--- src/verilog/csr_pkg.sv ---
/*
  CSR address type and the machine-mode addresses needed to tell
  checkable CSRs from those whose values drift from the model
*/
package csr_pkg;

  typedef logic [11:0] csr_addr_t; // CSR address field of the instruction

  // Performance counters, low halves
  localparam csr_addr_t CSR_MHPMCOUNTER3  = 12'hB03;
  localparam csr_addr_t CSR_MHPMCOUNTER31 = 12'hB1F;

  // Performance counters, high halves
  localparam csr_addr_t CSR_MHPMCOUNTER3H  = 12'hB83;
  localparam csr_addr_t CSR_MHPMCOUNTER31H = 12'hB9F;

  // Event selectors
  localparam csr_addr_t CSR_MHPMEVENT3  = 12'h323;
  localparam csr_addr_t CSR_MHPMEVENT31 = 12'h33F;

  // Ibex custom CSRs
  localparam csr_addr_t CSR_CPUCTRLSTS = 12'h7C0; // Core control and status
  localparam csr_addr_t CSR_SECURESEED = 12'h7C1; // Reads back random data

  // Interrupt enable
  localparam csr_addr_t CSR_MIE = 12'h304;

  // Cycle and retire counters
  localparam csr_addr_t CSR_MCYCLE    = 12'hB00;
  localparam csr_addr_t CSR_MCYCLEH   = 12'hB80;
  localparam csr_addr_t CSR_MINSTRET  = 12'hB02;
  localparam csr_addr_t CSR_MINSTRETH = 12'hB82;

  localparam csr_addr_t CSR_MCOUNTINHIBIT = 12'h320; // Counter inhibit mask

endpackage

--- src/verilog/mem_pkg.sv ---
/*
  Data-bus types for the LSU conformance monitor
  Request fields as seen on the core's data port, plus the memory
  operation that the specification predicts for one instruction
*/
package mem_pkg;

  localparam int unsigned WordWidth = 32;                 // Data and address width
  localparam int unsigned ByteWidth = 8;
  localparam int unsigned BeWidth   = WordWidth / ByteWidth; // One enable per byte lane

  typedef logic [WordWidth-1:0] word_t; // Data or address word
  typedef logic [BeWidth-1:0]   be_t;   // Byte enables, bit i covers lane i

  // One outgoing data-bus request, 69 bits
  typedef struct packed {
    logic  we;    // Write when set, read otherwise
    be_t   be;
    word_t addr;  // Word aligned on Ibex
    word_t wdata; // Already shifted to its byte lanes
  } bus_req_t;

  // Expected access for one half of an instruction
  // Neither read nor write set means no request is expected
  typedef struct packed {
    logic  read;
    logic  write;
    word_t addr;
    word_t wdata; // Only meaningful for writes
    be_t   be;    // Lanes that must match on a write
  } mem_half_t;

  // Whole expected operation of one instruction
  // A misaligned access crossing a word boundary uses both halves
  typedef struct packed {
    mem_half_t fst; // First granted request
    mem_half_t snd; // Second request of a split access
  } mem_op_t;

endpackage

--- src/verilog/csr_check_filter.sv ---
/*
  CSR check filter
  Flags accesses to CSRs whose values cannot be compared with
  the specification, such as free-running counters
*/
`timescale 1ns/1ns

module csr_check_filter import csr_pkg::*; (
  input  logic      clk_i,
  input  logic      rst_n_i,
  input  logic      csr_access_i,     // CSR instruction in flight
  input  csr_addr_t csr_addr_i,
  output logic      csr_uncheckable_o
);

  logic in_hpm_cnt;    // mhpmcounter3..31
  logic in_hpm_cnt_h;  // mhpmcounter3h..31h
  logic in_hpm_event;  // mhpmevent3..31
  logic is_single;     // One of the listed single addresses
  logic uncheckable;

  // Inclusive range decode
  assign in_hpm_cnt   = (csr_addr_i >= CSR_MHPMCOUNTER3) &&
                        (csr_addr_i <= CSR_MHPMCOUNTER31);
  assign in_hpm_cnt_h = (csr_addr_i >= CSR_MHPMCOUNTER3H) &&
                        (csr_addr_i <= CSR_MHPMCOUNTER31H);
  assign in_hpm_event = (csr_addr_i >= CSR_MHPMEVENT3) &&
                        (csr_addr_i <= CSR_MHPMEVENT31);

  // Model keeps no state for these
  assign is_single = (csr_addr_i == CSR_CPUCTRLSTS)   |
                     (csr_addr_i == CSR_SECURESEED)   | // Random on every read
                     (csr_addr_i == CSR_MIE)          |
                     (csr_addr_i == CSR_MCYCLE)       |
                     (csr_addr_i == CSR_MCYCLEH)      |
                     (csr_addr_i == CSR_MINSTRET)     |
                     (csr_addr_i == CSR_MINSTRETH)    |
                     (csr_addr_i == CSR_MCOUNTINHIBIT);

  assign uncheckable = csr_access_i &
                       (in_hpm_cnt | in_hpm_cnt_h | in_hpm_event | is_single);

  always_ff @(posedge clk_i) begin
    if (!rst_n_i) begin
      csr_uncheckable_o <= 1'b0;
    end else begin
      csr_uncheckable_o <= uncheckable; // One-cycle flag
    end
  end

endmodule

--- src/verilog/lsu_conformance_top.sv ---
/*
  LSU conformance monitor top
  Observes the data bus and CSR accesses of the core and reports
  requests, responses and CSRs that break the expected behaviour
*/
`timescale 1ns/1ns

module lsu_conformance_top import mem_pkg::*, csr_pkg::*; #(
  parameter int unsigned CntWidth = 8 // Outstanding counter width
) (
  input  logic                clk_i,
  input  logic                rst_n_i,
  // Specification side
  input  logic                spec_valid_i,
  input  mem_op_t             spec_op_i,
  input  logic                instr_done_i,
  // Data bus as driven by the core
  input  logic                data_req_i,
  input  bus_req_t            data_req_o_i,
  input  logic                data_gnt_i,
  input  logic                data_rvalid_i,
  // CSR side
  input  logic                csr_access_i,
  input  csr_addr_t           csr_addr_i,
  // Results
  output logic                req_mismatch_o,
  output logic                unexpected_req_o,
  output logic                resp_err_o,
  output logic [CntWidth-1:0] outstanding_o,
  output logic                csr_uncheckable_o
);

  // Request compare against the predicted operation
  mem_req_tracker u_mem_req_tracker (
    .clk_i            (clk_i),
    .rst_n_i          (rst_n_i),
    .spec_valid_i     (spec_valid_i),
    .spec_op_i        (spec_op_i),
    .instr_done_i     (instr_done_i),
    .data_req_i       (data_req_i),
    .data_gnt_i       (data_gnt_i),
    .bus_req_i        (data_req_o_i),
    .req_mismatch_o   (req_mismatch_o),
    .unexpected_req_o (unexpected_req_o)
  );

  // Response bookkeeping
  resp_counter #(
    .CntWidth (CntWidth)
  ) u_resp_counter (
    .clk_i         (clk_i),
    .rst_n_i       (rst_n_i),
    .data_req_i    (data_req_i),
    .data_gnt_i    (data_gnt_i),
    .data_rvalid_i (data_rvalid_i),
    .outstanding_o (outstanding_o),
    .resp_err_o    (resp_err_o)
  );

  csr_check_filter u_csr_check_filter (
    .clk_i             (clk_i),
    .rst_n_i           (rst_n_i),
    .csr_access_i      (csr_access_i),
    .csr_addr_i        (csr_addr_i),
    .csr_uncheckable_o (csr_uncheckable_o)
  );

endmodule

--- src/verilog/mem_req_tracker.sv ---
/*
  Memory request tracker
  Counts granted data requests within an instruction and compares
  each one with the expected half of the predicted operation
*/
`timescale 1ns/1ns

module mem_req_tracker import mem_pkg::*; (
  input  logic     clk_i,
  input  logic     rst_n_i,
  input  logic     spec_valid_i,  // Expected operation is valid
  input  mem_op_t  spec_op_i,     // Held while spec_valid_i is high
  input  logic     instr_done_i,  // Ends the current instruction
  input  logic     data_req_i,
  input  logic     data_gnt_i,
  input  bus_req_t bus_req_i,     // Outgoing request fields
  output logic     req_mismatch_o,
  output logic     unexpected_req_o
);

  logic      req_gnt;      // Request accepted this cycle
  logic      gnt_fst_q;    // First grant seen before now
  logic      gnt_fst_d;
  logic      gnt_snd_q;    // Second grant seen before now
  logic      gnt_snd_d;
  logic      is_snd_req;
  logic      is_third_req;
  logic      snd_expected; // Split access predicted
  mem_half_t exp_half;     // Half that applies to this request
  word_t     byte_mask;
  logic      dir_ok;
  logic      addr_ok;
  logic      wdata_ok;
  logic      unexpected;
  logic      mismatch;

  assign req_gnt = data_req_i & data_gnt_i;

  // Grant position within the instruction
  assign is_snd_req   = req_gnt & gnt_fst_q & ~gnt_snd_q;
  assign is_third_req = req_gnt & gnt_snd_q;

  // Done clears after the grant of the same cycle has been checked
  assign gnt_fst_d = ~instr_done_i & (gnt_fst_q | req_gnt);
  assign gnt_snd_d = ~instr_done_i & (gnt_snd_q | (req_gnt & gnt_fst_q));

  assign exp_half     = gnt_fst_q ? spec_op_i.snd : spec_op_i.fst;
  assign snd_expected = spec_op_i.snd.read | spec_op_i.snd.write;

  // Expand byte enables to a bit mask
  always_comb begin
    byte_mask = '0;
    for (int i = 0; i < BeWidth; i++) begin
      byte_mask[i*ByteWidth +: ByteWidth] = {ByteWidth{exp_half.be[i]}};
    end
  end

  // Direction must agree both ways, so a half with no access never matches
  assign dir_ok  = (exp_half.write == bus_req_i.we) && (exp_half.read == ~bus_req_i.we);
  assign addr_ok = (bus_req_i.addr == exp_half.addr);

  // Disabled lanes may carry anything
  assign wdata_ok = ~bus_req_i.we |
                    ((bus_req_i.wdata & byte_mask) == (exp_half.wdata & byte_mask));

  // Request that should not exist at all
  assign unexpected = req_gnt & (~spec_valid_i |
                                 (is_snd_req & ~snd_expected) |
                                 is_third_req);

  // Wrong fields on a request that was expected
  assign mismatch = req_gnt & ~unexpected & ~(dir_ok & addr_ok & wdata_ok);

  always_ff @(posedge clk_i) begin
    if (!rst_n_i) begin
      gnt_fst_q        <= 1'b0;
      gnt_snd_q        <= 1'b0;
      req_mismatch_o   <= 1'b0;
      unexpected_req_o <= 1'b0;
    end else begin
      gnt_fst_q        <= gnt_fst_d;
      gnt_snd_q        <= gnt_snd_d;
      req_mismatch_o   <= mismatch;   // One cycle after the grant
      unexpected_req_o <= unexpected;
    end
  end

endmodule

--- src/verilog/resp_counter.sv ---
/*
  Outstanding response counter
  Tracks granted data requests still waiting for rvalid and flags
  a response that arrives with nothing outstanding
*/
`timescale 1ns/1ns

module resp_counter #(
  parameter int unsigned CntWidth = 8
) (
  input  logic                clk_i,
  input  logic                rst_n_i,
  input  logic                data_req_i,
  input  logic                data_gnt_i,
  input  logic                data_rvalid_i,
  output logic [CntWidth-1:0] outstanding_o,
  output logic                resp_err_o     // Response with none outstanding
);

  logic                req_gnt;
  logic [CntWidth-1:0] count_q;
  logic [CntWidth-1:0] count_d;
  logic                at_max;
  logic                at_zero;

  assign req_gnt = data_req_i & data_gnt_i;
  assign at_max  = &count_q;
  assign at_zero = ~|count_q;

  // Saturating up/down count
  always_comb begin
    count_d = count_q;
    case ({req_gnt, data_rvalid_i})
      2'b10:   if (!at_max) count_d = count_q + CntWidth'(1);
      2'b01:   if (!at_zero) count_d = count_q - CntWidth'(1);
      default: count_d = count_q; // Idle, or a grant and a response cancel out
    endcase
  end

  always_ff @(posedge clk_i) begin
    if (!rst_n_i) begin
      count_q    <= '0;
      resp_err_o <= 1'b0;
    end else begin
      count_q    <= count_d;
      resp_err_o <= data_rvalid_i & at_zero; // Judged on the registered count
    end
  end

  assign outstanding_o = count_q;

endmodule
--- config.mk ---
export PLATFORM = sky130hd
export DESIGN_NAME = lsu_conformance_top
export DESIGN_NICKNAME = d
export VERILOG_FILES = /design/src/verilog/csr_pkg.sv /design/src/verilog/mem_pkg.sv /design/src/verilog/csr_check_filter.sv /design/src/verilog/lsu_conformance_top.sv /design/src/verilog/mem_req_tracker.sv /design/src/verilog/resp_counter.sv
export SDC_FILE = /design/constraint.sdc
export NUM_CORES = 1
export LEC_CHECK = 0
export BUFFER_PORTS_ARGS = -buffer_cell sky130_fd_sc_hd__buf_2
export CORE_ASPECT_RATIO = 0.9
export CORE_MARGIN = 2
export CORE_UTILIZATION = 30
export CTS_CLUSTER_DIAMETER = 50
export DETAILED_ROUTE_END_ITERATION = 12
export GPL_TIMING_DRIVEN = 0
export PLACE_DENSITY_LB_ADDON = 0.12
export SETUP_SLACK_MARGIN = 0.2
export SYNTH_ARGS = -nofsm -noshare
export SYNTH_HDL_FRONTEND = slang
export SYNTH_SLANG_ARGS = --single-unit
--- constraint.sdc ---
create_clock -name clk_i -period 6.8 [get_ports clk_i]
set_input_delay 1.02 -clock clk_i [delete_from_list [all_inputs] [get_ports clk_i]]
set_output_delay 1.02 -clock clk_i [all_outputs]
set_load 0.005 [all_outputs]
==> run metrics <==
run status=complete, no violations; wire per inst=14.8 um; WS Path Type=input pin to flip-flop; post-cts resize count=0; Worst path depth=10; leakage=1.76 nW; Peak VDD IR=0.0641 mV; count of clock tree sinks=14; CP endpoint kind=flip-flop; clock slew at reported path FFs=0.06 ns; total CTS buffers=3; setup_tns=0 ns; initial core utilization=31.4%; Cells after Synth=283; ys flop type=dfxtp_1; syn nets=521; slowest cell delay on critical path=0.47 ns; cells along the critical path=buf_2, nand2_1, ha_1, ha_1, a21oi_1, o21ai_1, a2111oi_2, nor3_1, or4_1, a21oi_1; CP max stage cell=or4_1; Inserted Diodes=0; Max-Cap Viols=0; Power Density=117 mW/mm2; worst hold start=u_resp_counter.outstanding_o[4]$_SDFFE_PN0P_; hold endpoint=u_resp_counter.outstanding_o[4]$_SDFFE_PN0P_; RSZ-0062 raised after global routing=false; largest family of logic cells by synthesized area=multiplexers; GRT Total Usage=20.8%; warnings from Yosys=0; Finished Layout Cells=619; Crit path buffers/inverters=1; grt ovf=0; Hold Path Depth=2; crit start category=input pin; mapped cell area=0.00240 mm2; Port Buffer Count=236; DRT Wirelength=9190 um; Hold Fails Final Rpt=0; FP Rows=30; syn avg cell area=8.49 um2; post-route minimum period=3.13 ns; multiplexer area fraction after synthesis=30.8%; total core area=0.00766 mm2; EDFF count, synth=0; Ports=241; Chip Width=98.4 um; placed cells=615; Top delay family on crit path=compound AO/OA/AOI/OAI gates; first-pass GRT wire length=14300 um; clk_lat worst skew=0.25 ns; Final Skew=0.00123 ns; register bit count reported by yosys=14; Hold WS=0.512 ns; DRC violations left=0; Max transition margin=61.8%; Root Driver=clkbuf_8; Simple-Gate Fraction of Synth Area=13.5%; antenna violations before repair=0; Worst R2R Start=u_mem_req_tracker.gnt_fst_q$_SDFF_PN0_; vias per std cell=4.79; worst-path maximum fanout=8; TritonRoute pass-1 iters=4; area grow syn2layout=56.4%; FF-to-FF setup slack=4.52 ns; # nets final=762; Hold Buf Count CTS=0; Post-synth ARST share=0%; Required @ worst endpoint=6.98 ns; vias in the first global route=3028; Netlist cell types=37; hpwl dp=8220 um; die area=0.00874 mm2; htree depth=1; ANT nets after route=0; Hold Crit Class=flip-flop to flip-flop; CTS tree=yes; gpl congestion=0.876; Seq/Total Area, Yosys=11.7%; Final Slew Violations=0; Worst-Margin Slew=0.569 ns; post-synthesis xor/xnor area fraction=24.4%; Adder-Cell Fraction of Synth Area=5.00%; Setup Fix Bufs, Post-CTS=0; cell count of the worst reg-to-reg path=8; R2R Path End=u_mem_req_tracker.req_mismatch_o$_SDFF_PN0_; area fraction in compound gates after synthesis=9.84%; Critical Path AT=3.31 ns; largest net degree at the start of global routing=11; final worst path period share=46.0%; Final setup viols=0; die height=88.9 um; Initial DRC Count=54; top achievable clock speed=320 MHz; layout cells sized above 1=48.0%; clock buffer depth=2; DR vias=2963
[cell usage after synthesis, types with 2 or more instances]
master / number / area [um2]
mux2i_1: 74 / 741
a211oi_1: 4 / 30.0
o21ai_0: 3 / 15.0
o31ai_1: 2 / 15.0
nor4_1: 15 / 93.8
or4_1: 2 / 15.0
a21oi_1: 14 / 70.1
dfxtp_1: 14 / 280
nand4_1: 8 / 50.1
o21a_1: 2 / 15.0
nor2b_1: 3 / 18.8
inv_1: 12 / 45.0
nor2_1: 13 / 48.8
nand2_1: 8 / 30.0
xnor2_1: 50 / 438
a31oi_1: 2 / 12.5
nor3_1: 7 / 35.0
buf_6: 3 / 33.8
o41ai_1: 2 / 17.5
ha_1: 8 / 100
buf_2: 5 / 25.0
xor2_1: 17 / 149
[worst max-delay path by stage]
stage	from	to	slack, ns
after CTS	data_req_i	u_resp_counter.outstanding_o[7]$_SDFFE_PN0P_	3.66
final	data_req_i	u_resp_counter.outstanding_o[7]$_SDFFE_PN0P_	3.67
after floorplan	data_req_i	u_resp_counter.outstanding_o[7]$_SDFFE_PN0P_	3.77
after global routing	data_req_i	u_resp_counter.outstanding_o[7]$_SDFFE_PN0P_	3.45
after detailed placement	data_req_i	u_resp_counter.outstanding_o[7]$_SDFFE_PN0P_	3.43
after global placement	data_req_i	u_resp_counter.outstanding_o[7]$_SDFFE_PN0P_	3.46
[routing by layer]
layer,share of wire (%),up-vias,GRT usage (%)
met3,7.8,11,4.61
li1,-,1516,-
met5,0,-,0
met2,51,142,41.3
met1,40,1294,23.0
met4,1.2,0,3.74
[report_power, final]
group          switching, mW  leakage [nW]  internal, mW
registers             0.0136         0.115        0.0933
logic                  0.114          1.61         0.136
clock network         0.0315        0.0288        0.0514
total                  0.159          1.76         0.281
[placed cells by master, fill, tap and decap left out, types with 3 or more instances in the layout]
cell type / count
buf_2: 241
mux2i_1: 74
xnor2_1: 50
xor2_1: 17
nor4_1: 15
a21oi_1: 14
dfxtp_1: 14
nor2_1: 13
inv_1: 12
nand2_1: 8
nand4_1: 8
ha_1: 8
nor3_1: 7
a211oi_1: 4
clkbuf_8: 4
o21ai_0: 3
nor2b_1: 3
buf_6: 3
[registers in the layout (all words and copies together), names as in the netlist]
signal,count
u_resp_counter.outstanding_o,8
u_csr_check_filter.csr_uncheckable_o,1
u_mem_req_tracker.gnt_fst_q,1
u_mem_req_tracker.gnt_snd_q,1
u_mem_req_tracker.req_mismatch_o,1
u_mem_req_tracker.unexpected_req_o,1
u_resp_counter.resp_err_o,1
[area by class of cell]
cell class / instances / area [um2]
Inverter: 12 / 45.0
Timing Repair Buffer: 236 / 1180
Buffer: 10 / 70.1
Fill cell: 775 / 3900
Tap cell: 96 / 120
Multi-Input combinational cell: 247 / 2010
Clock buffer: 4 / 55.1
Sequential cell: 14 / 280
[stage by stage]
stage / area, um2 / setup slack (ns) / utilization, % / power [mW]
6_report: 3760 / 3.67 / 49.1 / 0.440
5_1_grt: 3760 / 3.45 / 49.1 / 0.478
4_1_cts: 3760 / 3.66 / 49.1 / 0.445
3_5_place_dp: 3700 / 3.43 / 48.4 / 0.359
3_3_place_gp: 3700 / 3.46 / 48.4 / 0.355
2_1_floorplan: 2400 / 3.77 / - / 0.252
[tightest hold or removal path: stages, from the launching register on]
cell,delay [ns]
dfxtp_1,0.35
nand2_1,0.07
a21oi_1,0.05
[cell families after synthesis]
logic type                 count (synthesis)
xor gates and xnor gates                  67
DFF                                       14
buffers and inverters                     22
and+or+nand+nor                           61
AOI/OAI and AO/OA                         36
muxes                                     74
adders and majority gates                  9
No activity file was read; power rests on OpenSTA's default activity.
